**src/logic/loopPkg.sv**
```systemverilog
`default_nettype none

package loopPkg;

    // bus and datapath widths
    parameter int BUS_WIDTH = 32;   // data bus, accumulator and loopFreq
    parameter int EXP_WIDTH = 5;    // lead and lag gain exponents

    // register addresses on the microprocessor port
    parameter logic [11:0] LOOP_CTRL_ADDR  = 12'h000;
    parameter logic [11:0] LOOP_LIMIT_ADDR = 12'h004;

    // control register layout
    // lane 0 holds the single-bit flags, lanes 1 and 2 the exponents
    parameter int CTRL_INVERT_BIT = 0;  // negate the error
    parameter int CTRL_ZERO_BIT   = 1;  // force the error to zero
    parameter int CTRL_CTRL2_BIT  = 2;  // spare level to the outside
    parameter int CTRL_LEAD_LSB   = 8;  // lead exponent, bits 12:8
    parameter int CTRL_LAG_LSB    = 16; // lag exponent, bits 20:16

endpackage

`default_nettype wire

```
**src/logic/loopRegs.sv**
```systemverilog
`default_nettype none

module loopRegs (
    input  wire                                 clk,
    input  wire                                 reset,
    input  wire                                 cs,
    input  wire                                 wr0,
    input  wire                                 wr1,
    input  wire                                 wr2,
    input  wire                                 wr3,
    input  wire  [11:0]                         addr,
    input  wire  [loopPkg::BUS_WIDTH-1:0]       din,
    output logic [loopPkg::BUS_WIDTH-1:0]       dout,
    output logic                                invertError,
    output logic                                zeroError,
    output logic                                ctrl2,
    output logic [loopPkg::EXP_WIDTH-1:0]       leadExp,
    output logic [loopPkg::EXP_WIDTH-1:0]       lagExp,
    output logic [loopPkg::BUS_WIDTH-1:0]       limit
);
    import loopPkg::*;

    logic [3:0]           laneWr;     // one strobe per byte lane
    logic                 anyWr;
    logic                 ctrlSel;
    logic                 limitSel;
    logic                 ctrlWe;
    logic                 limitWe;
    logic [BUS_WIDTH-1:0] ctrlWord;   // control register as seen on readback

    assign laneWr   = {wr3, wr2, wr1, wr0};
    assign anyWr    = |laneWr;
    assign ctrlSel  = cs && (addr == LOOP_CTRL_ADDR);
    assign limitSel = cs && (addr == LOOP_LIMIT_ADDR);
    assign ctrlWe   = ctrlSel && anyWr;
    assign limitWe  = limitSel && anyWr;

    // only the implemented control bits are stored
    // each field is written by the lane it sits in
    always_ff @(posedge clk or posedge reset) begin
        if (reset) begin
            invertError <= 1'b0;
            zeroError   <= 1'b0;
            ctrl2       <= 1'b0;
            leadExp     <= '0;
            lagExp      <= '0;
        end else if (ctrlWe) begin
            if (laneWr[CTRL_INVERT_BIT/8])
                invertError <= din[CTRL_INVERT_BIT];
            if (laneWr[CTRL_ZERO_BIT/8])
                zeroError <= din[CTRL_ZERO_BIT];
            if (laneWr[CTRL_CTRL2_BIT/8])
                ctrl2 <= din[CTRL_CTRL2_BIT];
            if (laneWr[CTRL_LEAD_LSB/8])
                leadExp <= din[CTRL_LEAD_LSB +: EXP_WIDTH];
            if (laneWr[CTRL_LAG_LSB/8])
                lagExp <= din[CTRL_LAG_LSB +: EXP_WIDTH];
        end
    end

    always_ff @(posedge clk or posedge reset) begin
        if (reset) begin
            limit <= '0;
        end else if (limitWe) begin
            for (int lane = 0; lane < 4; lane++) begin
                if (laneWr[lane])
                    limit[lane*8 +: 8] <= din[lane*8 +: 8];
            end
        end
    end

    always_comb begin
        ctrlWord                               = '0;   // unused bits read zero
        ctrlWord[CTRL_INVERT_BIT]              = invertError;
        ctrlWord[CTRL_ZERO_BIT]                = zeroError;
        ctrlWord[CTRL_CTRL2_BIT]               = ctrl2;
        ctrlWord[CTRL_LEAD_LSB +: EXP_WIDTH]   = leadExp;
        ctrlWord[CTRL_LAG_LSB +: EXP_WIDTH]    = lagExp;
    end

    // readback, zero when not selected
    always_comb begin
        if (ctrlSel)
            dout = ctrlWord;
        else if (limitSel)
            dout = limit;
        else
            dout = '0;
    end

    // the address map must keep the two registers apart
    writeOneReg: assert property (@(posedge clk) disable iff (reset)
        !($changed(ctrlWord) && $changed(limit)))
        else $error("loopRegs: control and limit written in the same cycle");

endmodule

`default_nettype wire

```
**src/logic/errorCondition.sv**
```systemverilog
`default_nettype none

module errorCondition #(
    parameter int ERROR_WIDTH = 8
) (
    input  wire                    clk,
    input  wire                    reset,
    input  wire  [ERROR_WIDTH-1:0] error,
    input  wire                    invertError,
    input  wire                    zeroError,
    output logic [ERROR_WIDTH-1:0] condError
);

    // sampled on every clock, the strobe is applied later in the gain stage
    always_ff @(posedge clk or posedge reset) begin
        if (reset) begin
            condError <= '0;
        end else if (zeroError) begin
            condError <= '0;              // zero wins over invert
        end else if (invertError) begin
            condError <= -error;          // most negative value wraps to itself
        end else begin
            condError <= error;
        end
    end

endmodule

`default_nettype wire

```
**src/logic/gainShift.sv**
```systemverilog
`default_nettype none

module gainShift #(
    parameter int ERROR_WIDTH = 8
) (
    input  wire                              clk,
    input  wire                              reset,
    input  wire                              filterEn,
    input  wire  [ERROR_WIDTH-1:0]           condError,
    input  wire  [loopPkg::EXP_WIDTH-1:0]    gainExp,
    output logic [loopPkg::BUS_WIDTH-1:0]    gainTerm
);
    import loopPkg::*;

    localparam int MAG_WIDTH  = ERROR_WIDTH - 1;
    localparam int FULL_WIDTH = 2*BUS_WIDTH + MAG_WIDTH;

    logic                   errSign;
    logic [MAG_WIDTH-1:0]   errMag;
    logic [FULL_WIDTH-1:0]  padded;   // magnitude framed by sign copies
    logic [BUS_WIDTH-2:0]   scaled;

    assign errSign = condError[ERROR_WIDTH-1];
    assign errMag  = condError[MAG_WIDTH-1:0];
    assign padded  = {{BUS_WIDTH{errSign}}, errMag, {BUS_WIDTH{errSign}}};

    // magnitude lsb lands at bit gainExp - MAG_WIDTH of the result
    // bits falling below zero drop out of the window
    always_comb begin
        scaled = padded[BUS_WIDTH + MAG_WIDTH - gainExp +: BUS_WIDTH-1];
    end

    always_ff @(posedge clk or posedge reset) begin
        if (reset) begin
            gainTerm <= '0;
        end else if (filterEn) begin
            gainTerm <= {errSign, scaled};
        end
    end

    // sign fills every bit from the exponent upwards
    signKept: assert property (@(posedge clk) disable iff (reset)
        filterEn |=> ($signed(gainTerm) >>> $past(gainExp)) ==
                     $signed({BUS_WIDTH{$past(errSign)}}))
        else $error("gainShift: gain term sign differs from error sign");

endmodule

`default_nettype wire

```
**src/logic/lagIntegrator.sv**
```systemverilog
`default_nettype none

module lagIntegrator (
    input  wire                              clk,
    input  wire                              reset,
    input  wire                              filterEn,
    input  wire  [loopPkg::BUS_WIDTH-1:0]    lagTerm,
    input  wire  [loopPkg::BUS_WIDTH-1:0]    limit,
    output logic [loopPkg::BUS_WIDTH-1:0]    lagAccum
);
    import loopPkg::*;

    logic signed [BUS_WIDTH-1:0] sum;        // wraps, no carry out
    logic signed [BUS_WIDTH-1:0] upperLimit;
    logic signed [BUS_WIDTH-1:0] lowerLimit;
    logic        [BUS_WIDTH-1:0] clamped;

    assign sum        = lagAccum + lagTerm;
    assign upperLimit = limit;
    assign lowerLimit = -limit;

    // signed compare handles every sign mix of sum and limits
    always_comb begin
        if (sum >= upperLimit)
            clamped = upperLimit;
        else if (sum < lowerLimit)
            clamped = lowerLimit;
        else
            clamped = sum;
    end

    always_ff @(posedge clk or posedge reset) begin
        if (reset) begin
            lagAccum <= '0;
        end else if (filterEn) begin
            lagAccum <= clamped;
        end
    end

    // limit used at the update still in place one clock later
    inLimits: assert property (@(posedge clk) disable iff (reset)
        filterEn ##1 $stable(limit) |->
            ($signed(lagAccum) <= upperLimit) && ($signed(lagAccum) >= lowerLimit))
        else $error("lagIntegrator: accumulator outside +/- limit");

endmodule

`default_nettype wire

```
**src/logic/loopFilter.sv**
```systemverilog
`default_nettype none

module loopFilter #(
    parameter int ERROR_WIDTH = 8
) (
    input  wire                              clk,
    input  wire                              clkEn,
    input  wire                              reset,
    input  wire                              cs,
    input  wire                              wr0,
    input  wire                              wr1,
    input  wire                              wr2,
    input  wire                              wr3,
    input  wire  [11:0]                      addr,
    input  wire  [loopPkg::BUS_WIDTH-1:0]    din,
    output logic [loopPkg::BUS_WIDTH-1:0]    dout,
    input  wire  [ERROR_WIDTH-1:0]           error,
    input  wire                              errorEn,
    output logic [loopPkg::BUS_WIDTH-1:0]    loopFreq,
    output logic                             ctrl2
);
    import loopPkg::*;

    logic                   filterEn;
    logic                   invertError;
    logic                   zeroError;
    logic [EXP_WIDTH-1:0]   leadExp;
    logic [EXP_WIDTH-1:0]   lagExp;
    logic [BUS_WIDTH-1:0]   limit;
    logic [ERROR_WIDTH-1:0] condError;
    logic [BUS_WIDTH-1:0]   leadTerm;
    logic [BUS_WIDTH-1:0]   lagTerm;
    logic [BUS_WIDTH-1:0]   lagAccum;

    assign filterEn = clkEn & errorEn;   // one enable for every stage

    loopRegs micro (
        .clk(clk), .reset(reset), .cs(cs),
        .wr0(wr0), .wr1(wr1), .wr2(wr2), .wr3(wr3),
        .addr(addr), .din(din), .dout(dout),
        .invertError(invertError), .zeroError(zeroError), .ctrl2(ctrl2),
        .leadExp(leadExp), .lagExp(lagExp), .limit(limit)
    );

    errorCondition #(.ERROR_WIDTH(ERROR_WIDTH)) adjust (
        .clk(clk), .reset(reset), .error(error),
        .invertError(invertError), .zeroError(zeroError),
        .condError(condError)
    );

    gainShift #(.ERROR_WIDTH(ERROR_WIDTH)) leadGain (
        .clk(clk), .reset(reset), .filterEn(filterEn),
        .condError(condError), .gainExp(leadExp), .gainTerm(leadTerm)
    );

    gainShift #(.ERROR_WIDTH(ERROR_WIDTH)) lagGain (
        .clk(clk), .reset(reset), .filterEn(filterEn),
        .condError(condError), .gainExp(lagExp), .gainTerm(lagTerm)
    );

    lagIntegrator integ (
        .clk(clk), .reset(reset), .filterEn(filterEn),
        .lagTerm(lagTerm), .limit(limit), .lagAccum(lagAccum)
    );

    // proportional plus integral, both as they stood before this strobe
    always_ff @(posedge clk or posedge reset) begin
        if (reset) begin
            loopFreq <= '0;
        end else if (filterEn) begin
            loopFreq <= lagAccum + leadTerm;   // to the NCO
        end
    end

endmodule

`default_nettype wire

```
**config.mk**
```make
export PLATFORM = sky130hd
export DESIGN_NAME = loopFilter
export DESIGN_NICKNAME = d
export VERILOG_FILES = /design/src/logic/loopPkg.sv /design/src/logic/loopRegs.sv /design/src/logic/errorCondition.sv /design/src/logic/gainShift.sv /design/src/logic/lagIntegrator.sv /design/src/logic/loopFilter.sv
export SDC_FILE = /design/constraint.sdc
export NUM_CORES = 1
export LEC_CHECK = 0
export ABC_AREA = 1
export BUFFER_PORTS_ARGS = -buffer_cell sky130_fd_sc_hd__buf_2
export CAP_MARGIN = 20
export CORE_ASPECT_RATIO = 1.4
export CORE_MARGIN = 2
export CORE_UTILIZATION = 30
export CTS_CLUSTER_DIAMETER = 200
export DETAILED_ROUTE_END_ITERATION = 8
export PLACE_DENSITY = 0.47
export SLEW_MARGIN = 20
export SYNTH_ARGS = -nofsm -noshare
export SYNTH_HDL_FRONTEND = slang
export SYNTH_SLANG_ARGS = --single-unit
```
**constraint.sdc**
```tcl
create_clock -name clk -period 7 [get_ports clk]
set_input_delay 0 -clock clk [delete_from_list [all_inputs] [get_ports clk]]
set_output_delay 0 -clock clk [all_outputs]
set_load 0.01 [all_outputs]
```
* After elaboration in Yosys (flattened, before gate mapping)
Index checks and enable logic that the tools add are counted.
** Cells by class
- $add $sub $neg :: 6
- Order comparisons :: 2
- Equality and inequality tests :: 1
- Shift operators :: 2
- Muxes and demuxes :: 6
- Bitwise gates (word level) :: 1
- Reduce and logical (&&, ||, !) cells :: 13
** Operators with widths (number)
- 71-bit by 33-bit variable part select with 31-bit output :: 2
- 32-bit 2-to-1 mux :: 4
- 32-bit adder :: 2
- 32-bit greater-or-equal comparator :: 1
- 32-bit less-than comparator :: 1
- 32-bit negation :: 1
- 8-bit 2-to-1 mux :: 2
- 2-bit AND reduction :: 7
- 6-bit by 5-bit subtractor with 7-bit output (first input constant) :: 2
- 12-bit by 3-bit == test with 1-bit output (second input constant) :: 1
- 12-bit zero test :: 1
- 8-bit negation :: 1
- 1-bit logical AND :: 4
- 4-bit OR reduction :: 1
- 1-bit bitwise AND :: 1
** Storage, ports and cells
- Bits in registers :: 181
- Bits of input ports :: 61
- Word-level logic and storage cells :: 45

* Longest topological paths before layout
- Word-level depth :: 4
- Depth in mapped cells :: 27

* By module
From an unflattened synthesis, not the netlist that was laid out.
** Second synthesis, totals
- Cell total of the unflattened synthesis :: 2710
- Area, all modules :: 17290.3 um^2
** Modules (own cells, without submodules)
- lagIntegrator :: times used 1, cells each 979, area an instance 6039.5 um^2, seq. area each 800.8 um^2
- loopFilter :: times used 1, cells each 607, area an instance 3508.4 um^2, seq. area each 800.8 um^2
- loopRegs :: times used 1, cells each 312, area an instance 2504.9 um^2, seq. area each 1126.1 um^2
- gainShift at leadGain :: times used 1, cells each 379, area an instance 2431.1 um^2, seq. area each 800.8 um^2
- gainShift at lagGain :: times used 1, cells each 378, area an instance 2377.3 um^2, seq. area each 800.8 um^2
- errorCondition :: times used 1, cells each 55, area an instance 429.2 um^2, seq. area each 200.2 um^2

* Worst setup path before layout
Ideal clock, no wire load.
- Path type :: reg2reg
- Start point :: register integ.lagAccum[0] (netlist bit)
- End point :: register integ.lagAccum[23] (netlist bit)
- Data arrival time :: 3147 ps
- Setup slack :: 3729 ps
- Cell stages (with the launch flop) :: 24
- Path buffers :: 1
- Clock period less this slack :: 3271 ps
- Cells stage by stage :: dfrtp_1 > ha_1 > fa_1 > nand3_1 > nand3_1 > nand2_1 > nand2_1 > nand2_1 > nand2_1 > nand2_1 > nand3_1 > nand2_1 > inv_1 > ha_1 > nand2_2 > nor2_2 > nand4_2 > nor3b_2 > nand2_2 > a21oi_1 > nor2_4 > buf_6 > nand3_1 > a21oi_1
** Between the ends
- Longest elaborated chain between the ends :: 4
- Elaborated cells on any way between the ends :: 5
** Ends and longest elaborated chain
- start: declaration :: RTL line lagIntegrator.sv:9 : output logic [loopPkg::BUS_WIDTH-1:0] lagAccum
- start signal: assignment :: RTL line lagIntegrator.sv:36 : lagAccum <= clamped;
- 32-bit adder (*) :: RTL line lagIntegrator.sv:18 : assign sum = lagAccum + lagTerm;
- 32-bit less-than comparator :: RTL line lagIntegrator.sv:26 : else if (sum < lowerLimit)
- 32-bit 2-to-1 mux :: RTL line lagIntegrator.sv:26
- 32-bit 2-to-1 mux (*) :: RTL line lagIntegrator.sv:24 : if (sum >= upperLimit)
Mark *: on every way between the ends. The rest lies on a longest branch, timed or not.
A chain may end at the register's enable or synchronous reset.

* Worst setup path in the final report
- Start point :: register integ.lagAccum[0] (netlist bit)
- End point :: register integ.lagAccum[4] (netlist bit)
The elaborated chain is that of the path after synthesis.

==> qor.txt <==
status: completed
post-synthesis cell area: 16100 µm²
CORE AREA: 53100 µm²
CTS Hold Buffers Added: 47
number of synthesized flops with an enable pin: 0
TritonCTS clock tree: done
HPWL Detailed: 54100 µm
H-tree Lvls: 4
switch share: 0.535
routability cong.: 0.944
setup violators final: 0
CTS buffer count: 17
crit start category: flop
Leakage: 0.00929 µW
asr flop ratio synth: 1.00
Slew headroom: 0.368
Internal: 3440 µW
total power: 7390 µW
Slew @ Worst Pin: 0.948 ns
register share of total power: 0.207
flops & latches, synth: 180
clk_lat worst skew: 0.49 ns
Post-Synthesis Cells: 2514
GRT overflow: 0
Gate power share: 0.651
CP cell instances: ha_1 > fa_1 > nand3_1 > nand3_1 > nand2_1 > nand2_1 > nand2_1 > nand2_1 > nand2_1 > nand3b_1 > nand2_1 > inv_1 > ha_1 > nand2_1 > nor2_2 > nand4_2 > nor3b_2 > nand2_2 > nand3_2 > nand2_2 > nor2_4 > nand3_1 > a21oi_1
gr busiest metal: met2
Crit. End Element: flop
Util after Layout: 0.348
Clock Skew: 0.0183 ns
global-route track usage on met2: 0.436
Initial Utilization: 0.303
Netlist cell types: 49
I/O Pins: 126
crit path DAT: 4.97 ns
met1 GRT Util: 0.273
CP Launch Point: integ.lagAccum[0]$_DFFE_PP0P_
WL per Instance: 19.6 µm
CP most frequent cell: nand2_1
worst vdd ir: 0.244 mV
die area: 55400 µm²
Layout Nets: 2835
Hold Crit Depth: 4
syn_nets: 2706
FF/Latch Area: 4500 µm²
Post-route DRC: 0
clk buf depth: 2
Syn Area/Cell: 6.39 µm²
slowest library cell on the worst path: nor2_4
area occupied by multi-input gates: 10000 µm²
FP Rows: 100
vias: 16991
vias in the first global route: 17033
Crit Path Category: flop to flop
layout cells sized above 1: 0.0776
setup bufs post-CTS: 0
Clock transition at path regs: 0.08 ns
reg2reg path depth: 23
final hold viol count: 0
ys flop type: dfrtp_1
1st-pass router iterations: 8
power per standard cell area: 401 nW/µm²
CP Max Fanout: 33
min-delay worst type: primary input to flop
Root Buffer: clkbuf_16
Fmax: 219 MHz
first-pass GRT wire length: 100000 µm
Net Sw Power: 3950 µW
minimum clock period: 4.57 ns
fin worst setup slack: 2.43 ns
Max Transition Viols Final: 0
CTS sink cnt: 180
pin count of the biggest net entering global routing: 124
synth warn: 0
antenna violations before repair: 0
Area growth syn-to-layout: 14.9%
Die Ht: 278 µm
met3 usage: 0.0201
sequential fraction of the synthesis area: 0.280
Die W: 200 µm
Req. time, crit path: 7.39 ns
antenna viol nets, final: 0
CP peak stage delay: 0.57 ns
Final Cycle Share: 0.653
clock group share of total power: 0.142
worst r2r src: integ.lagAccum[0]$_DFFE_PP0P_
HP Start: wr1
Fin Setup TNS: 0 ns
Via density: 5.04
Port Buf Inserts: 125
RSZ-0062 raised after global routing: false
fill cell count: 5995
Max-Cap Viols: 0
detailed router's first-iteration violation count: 1011
pre-CTS setup slack: 2.50 ns
post-CTS resize count: 0
Overall Global Routing Usage: 0.243
final wirelength: 66200 µm
-- state kept, by name, indices dropped and copies added (netlist names) --
register	count
integ.lagAccum	32
leadGain.gainTerm	32
loopFreq	32
micro.limit	32
lagGain.gainTerm	31
adjust.condError	8
micro.lagExp	5
micro.leadExp	5
micro.ctrl2	1
micro.invertError	1
micro.zeroError	1
-- area by class of cell --
cell class / instances / area share
timing repair buffer: 186 / 0.0651
antenna: 1 / 0.000136
clock buffer: 18 / 0.0238
sequential: 180 / 0.244
tap: 714 / 0.0484
inverter: 324 / 0.0664
multi-input combinational: 1934 / 0.542
clock inverter: 14 / 0.00950
-- cell usage after synthesis (3+ instances only) --
cell	n	area (µm²)
a21boi_0	4	30.0
a21o_1	4	30.0
a21oi_1	233	1170
a31oi_1	40	250
and3_1	5	31.3
buf_1	7	26.3
buf_2	26	130
buf_6	3	33.8
clkbuf_1	39	146
dfrtp_1	180	4500
ha_1	129	1610
inv_1	322	1210
mux2i_1	4	40.0
nand2_1	686	2570
nand2_2	7	43.8
nand3_1	165	826
nand3_2	3	30.0
nand3b_1	20	150
nand4_1	19	119
nor2_1	297	1110
nor2_2	3	18.8
nor2_4	3	33.8
nor3_1	19	95.1
nor4_1	5	31.3
o211ai_1	9	67.6
o21a_1	6	45.0
o21ai_0	172	861
o21ai_1	9	45.0
o22ai_1	13	81.3
or2_2	9	56.3
xnor2_1	14	123
xor2_1	38	333
-- cells in the final DEF (no fill, tap or decap), drive strengths merged, types with 6 or more instances in the layout --
cell         instances
nor3                20
inv                331
nand3b              20
dfrtp              180
nor2               303
o21ai              181
xor2                38
nand4               20
or2                  9
xnor2               14
a31oi               40
clkbuf              18
dlygate4sd3         47
nand2              694
a21oi              234
o22ai               13
nand3              168
buf                139
o211ai               9
ha                 129
o21a                 6
-- through the flow --
| step | hold WS, ns | cells | instance area [µm²] |
|---|---|---|---|
| after CTS | 0.00462 | 3370 | 18400 |
| after global placement | 0.189 | 3290 | 17400 |
| after global routing | 0.0982 | 3370 | 18400 |
| final | 0.0218 | 3371 | 18400 |
| after detailed placement | 0.188 | 3291 | 17400 |
| after floorplan | 0.0839 | 2514 | 16100 |
-- final timing paths --
check | end | slack [ns]
setup reg to reg | integ.lagAccum[4]$_DFFE_PP0P_ | 2.43
hold reg to reg | loopFreq[18]$_DFFE_PP0P_ | 0.48
min in group asynchronous | leadGain.gainTerm[4]$_DFFE_PP0P_ | 0.26
hold / removal | micro.leadExp[4]$_DFFE_PP0P_ | 0.02
max in group asynchronous | micro.limit[21]$_DFFE_PP0P_ | 5.38
setup / recovery | integ.lagAccum[4]$_DFFE_PP0P_ | 2.43
-- critical path: cells and delay by family, from the launching register on --
family                   cells  cell delay [ns]
AND/OR/NAND/NOR             18             2.62
adder cells (fa/ha/maj)      3             1.03
flip-flops                   1             0.46
AO/OA/AOI/OAI                1             0.26
buffers and inverters        1             0.09
-- metal layers --
layer / up-vias / routed length (µm)
met5: - / 0
met4: 0 / 4530
met3: 140 / 2060
met2: 487 / 33300
met1: 7895 / 26200
li1: 8469 / -
-- logic make-up (layout without fill, tap and decap cells) --
family	Yosys count	in the layout	share of synthesized area
fa+ha+maj	131	131	0.103
compound gates	500	500	0.165
flops	180	180	0.280
xor+xnor	52	52	0.0284
mux	4	4	0.00249
buf+inv	400	542	0.0970
simple gates	1247	1247	0.323
other cells	0	1	0
-- power groups by stage --
stage	clock [µW]	combinational (µW)	sequential (µW)
after CTS	1070	4790	1530
after global routing	1110	5460	1560
after floorplan	0	3520	1450
after global placement	0	4720	1550
after detailed placement	0	4740	1550
final	1050	4810	1530
No activity file was read; power rests on OpenSTA's default activity.
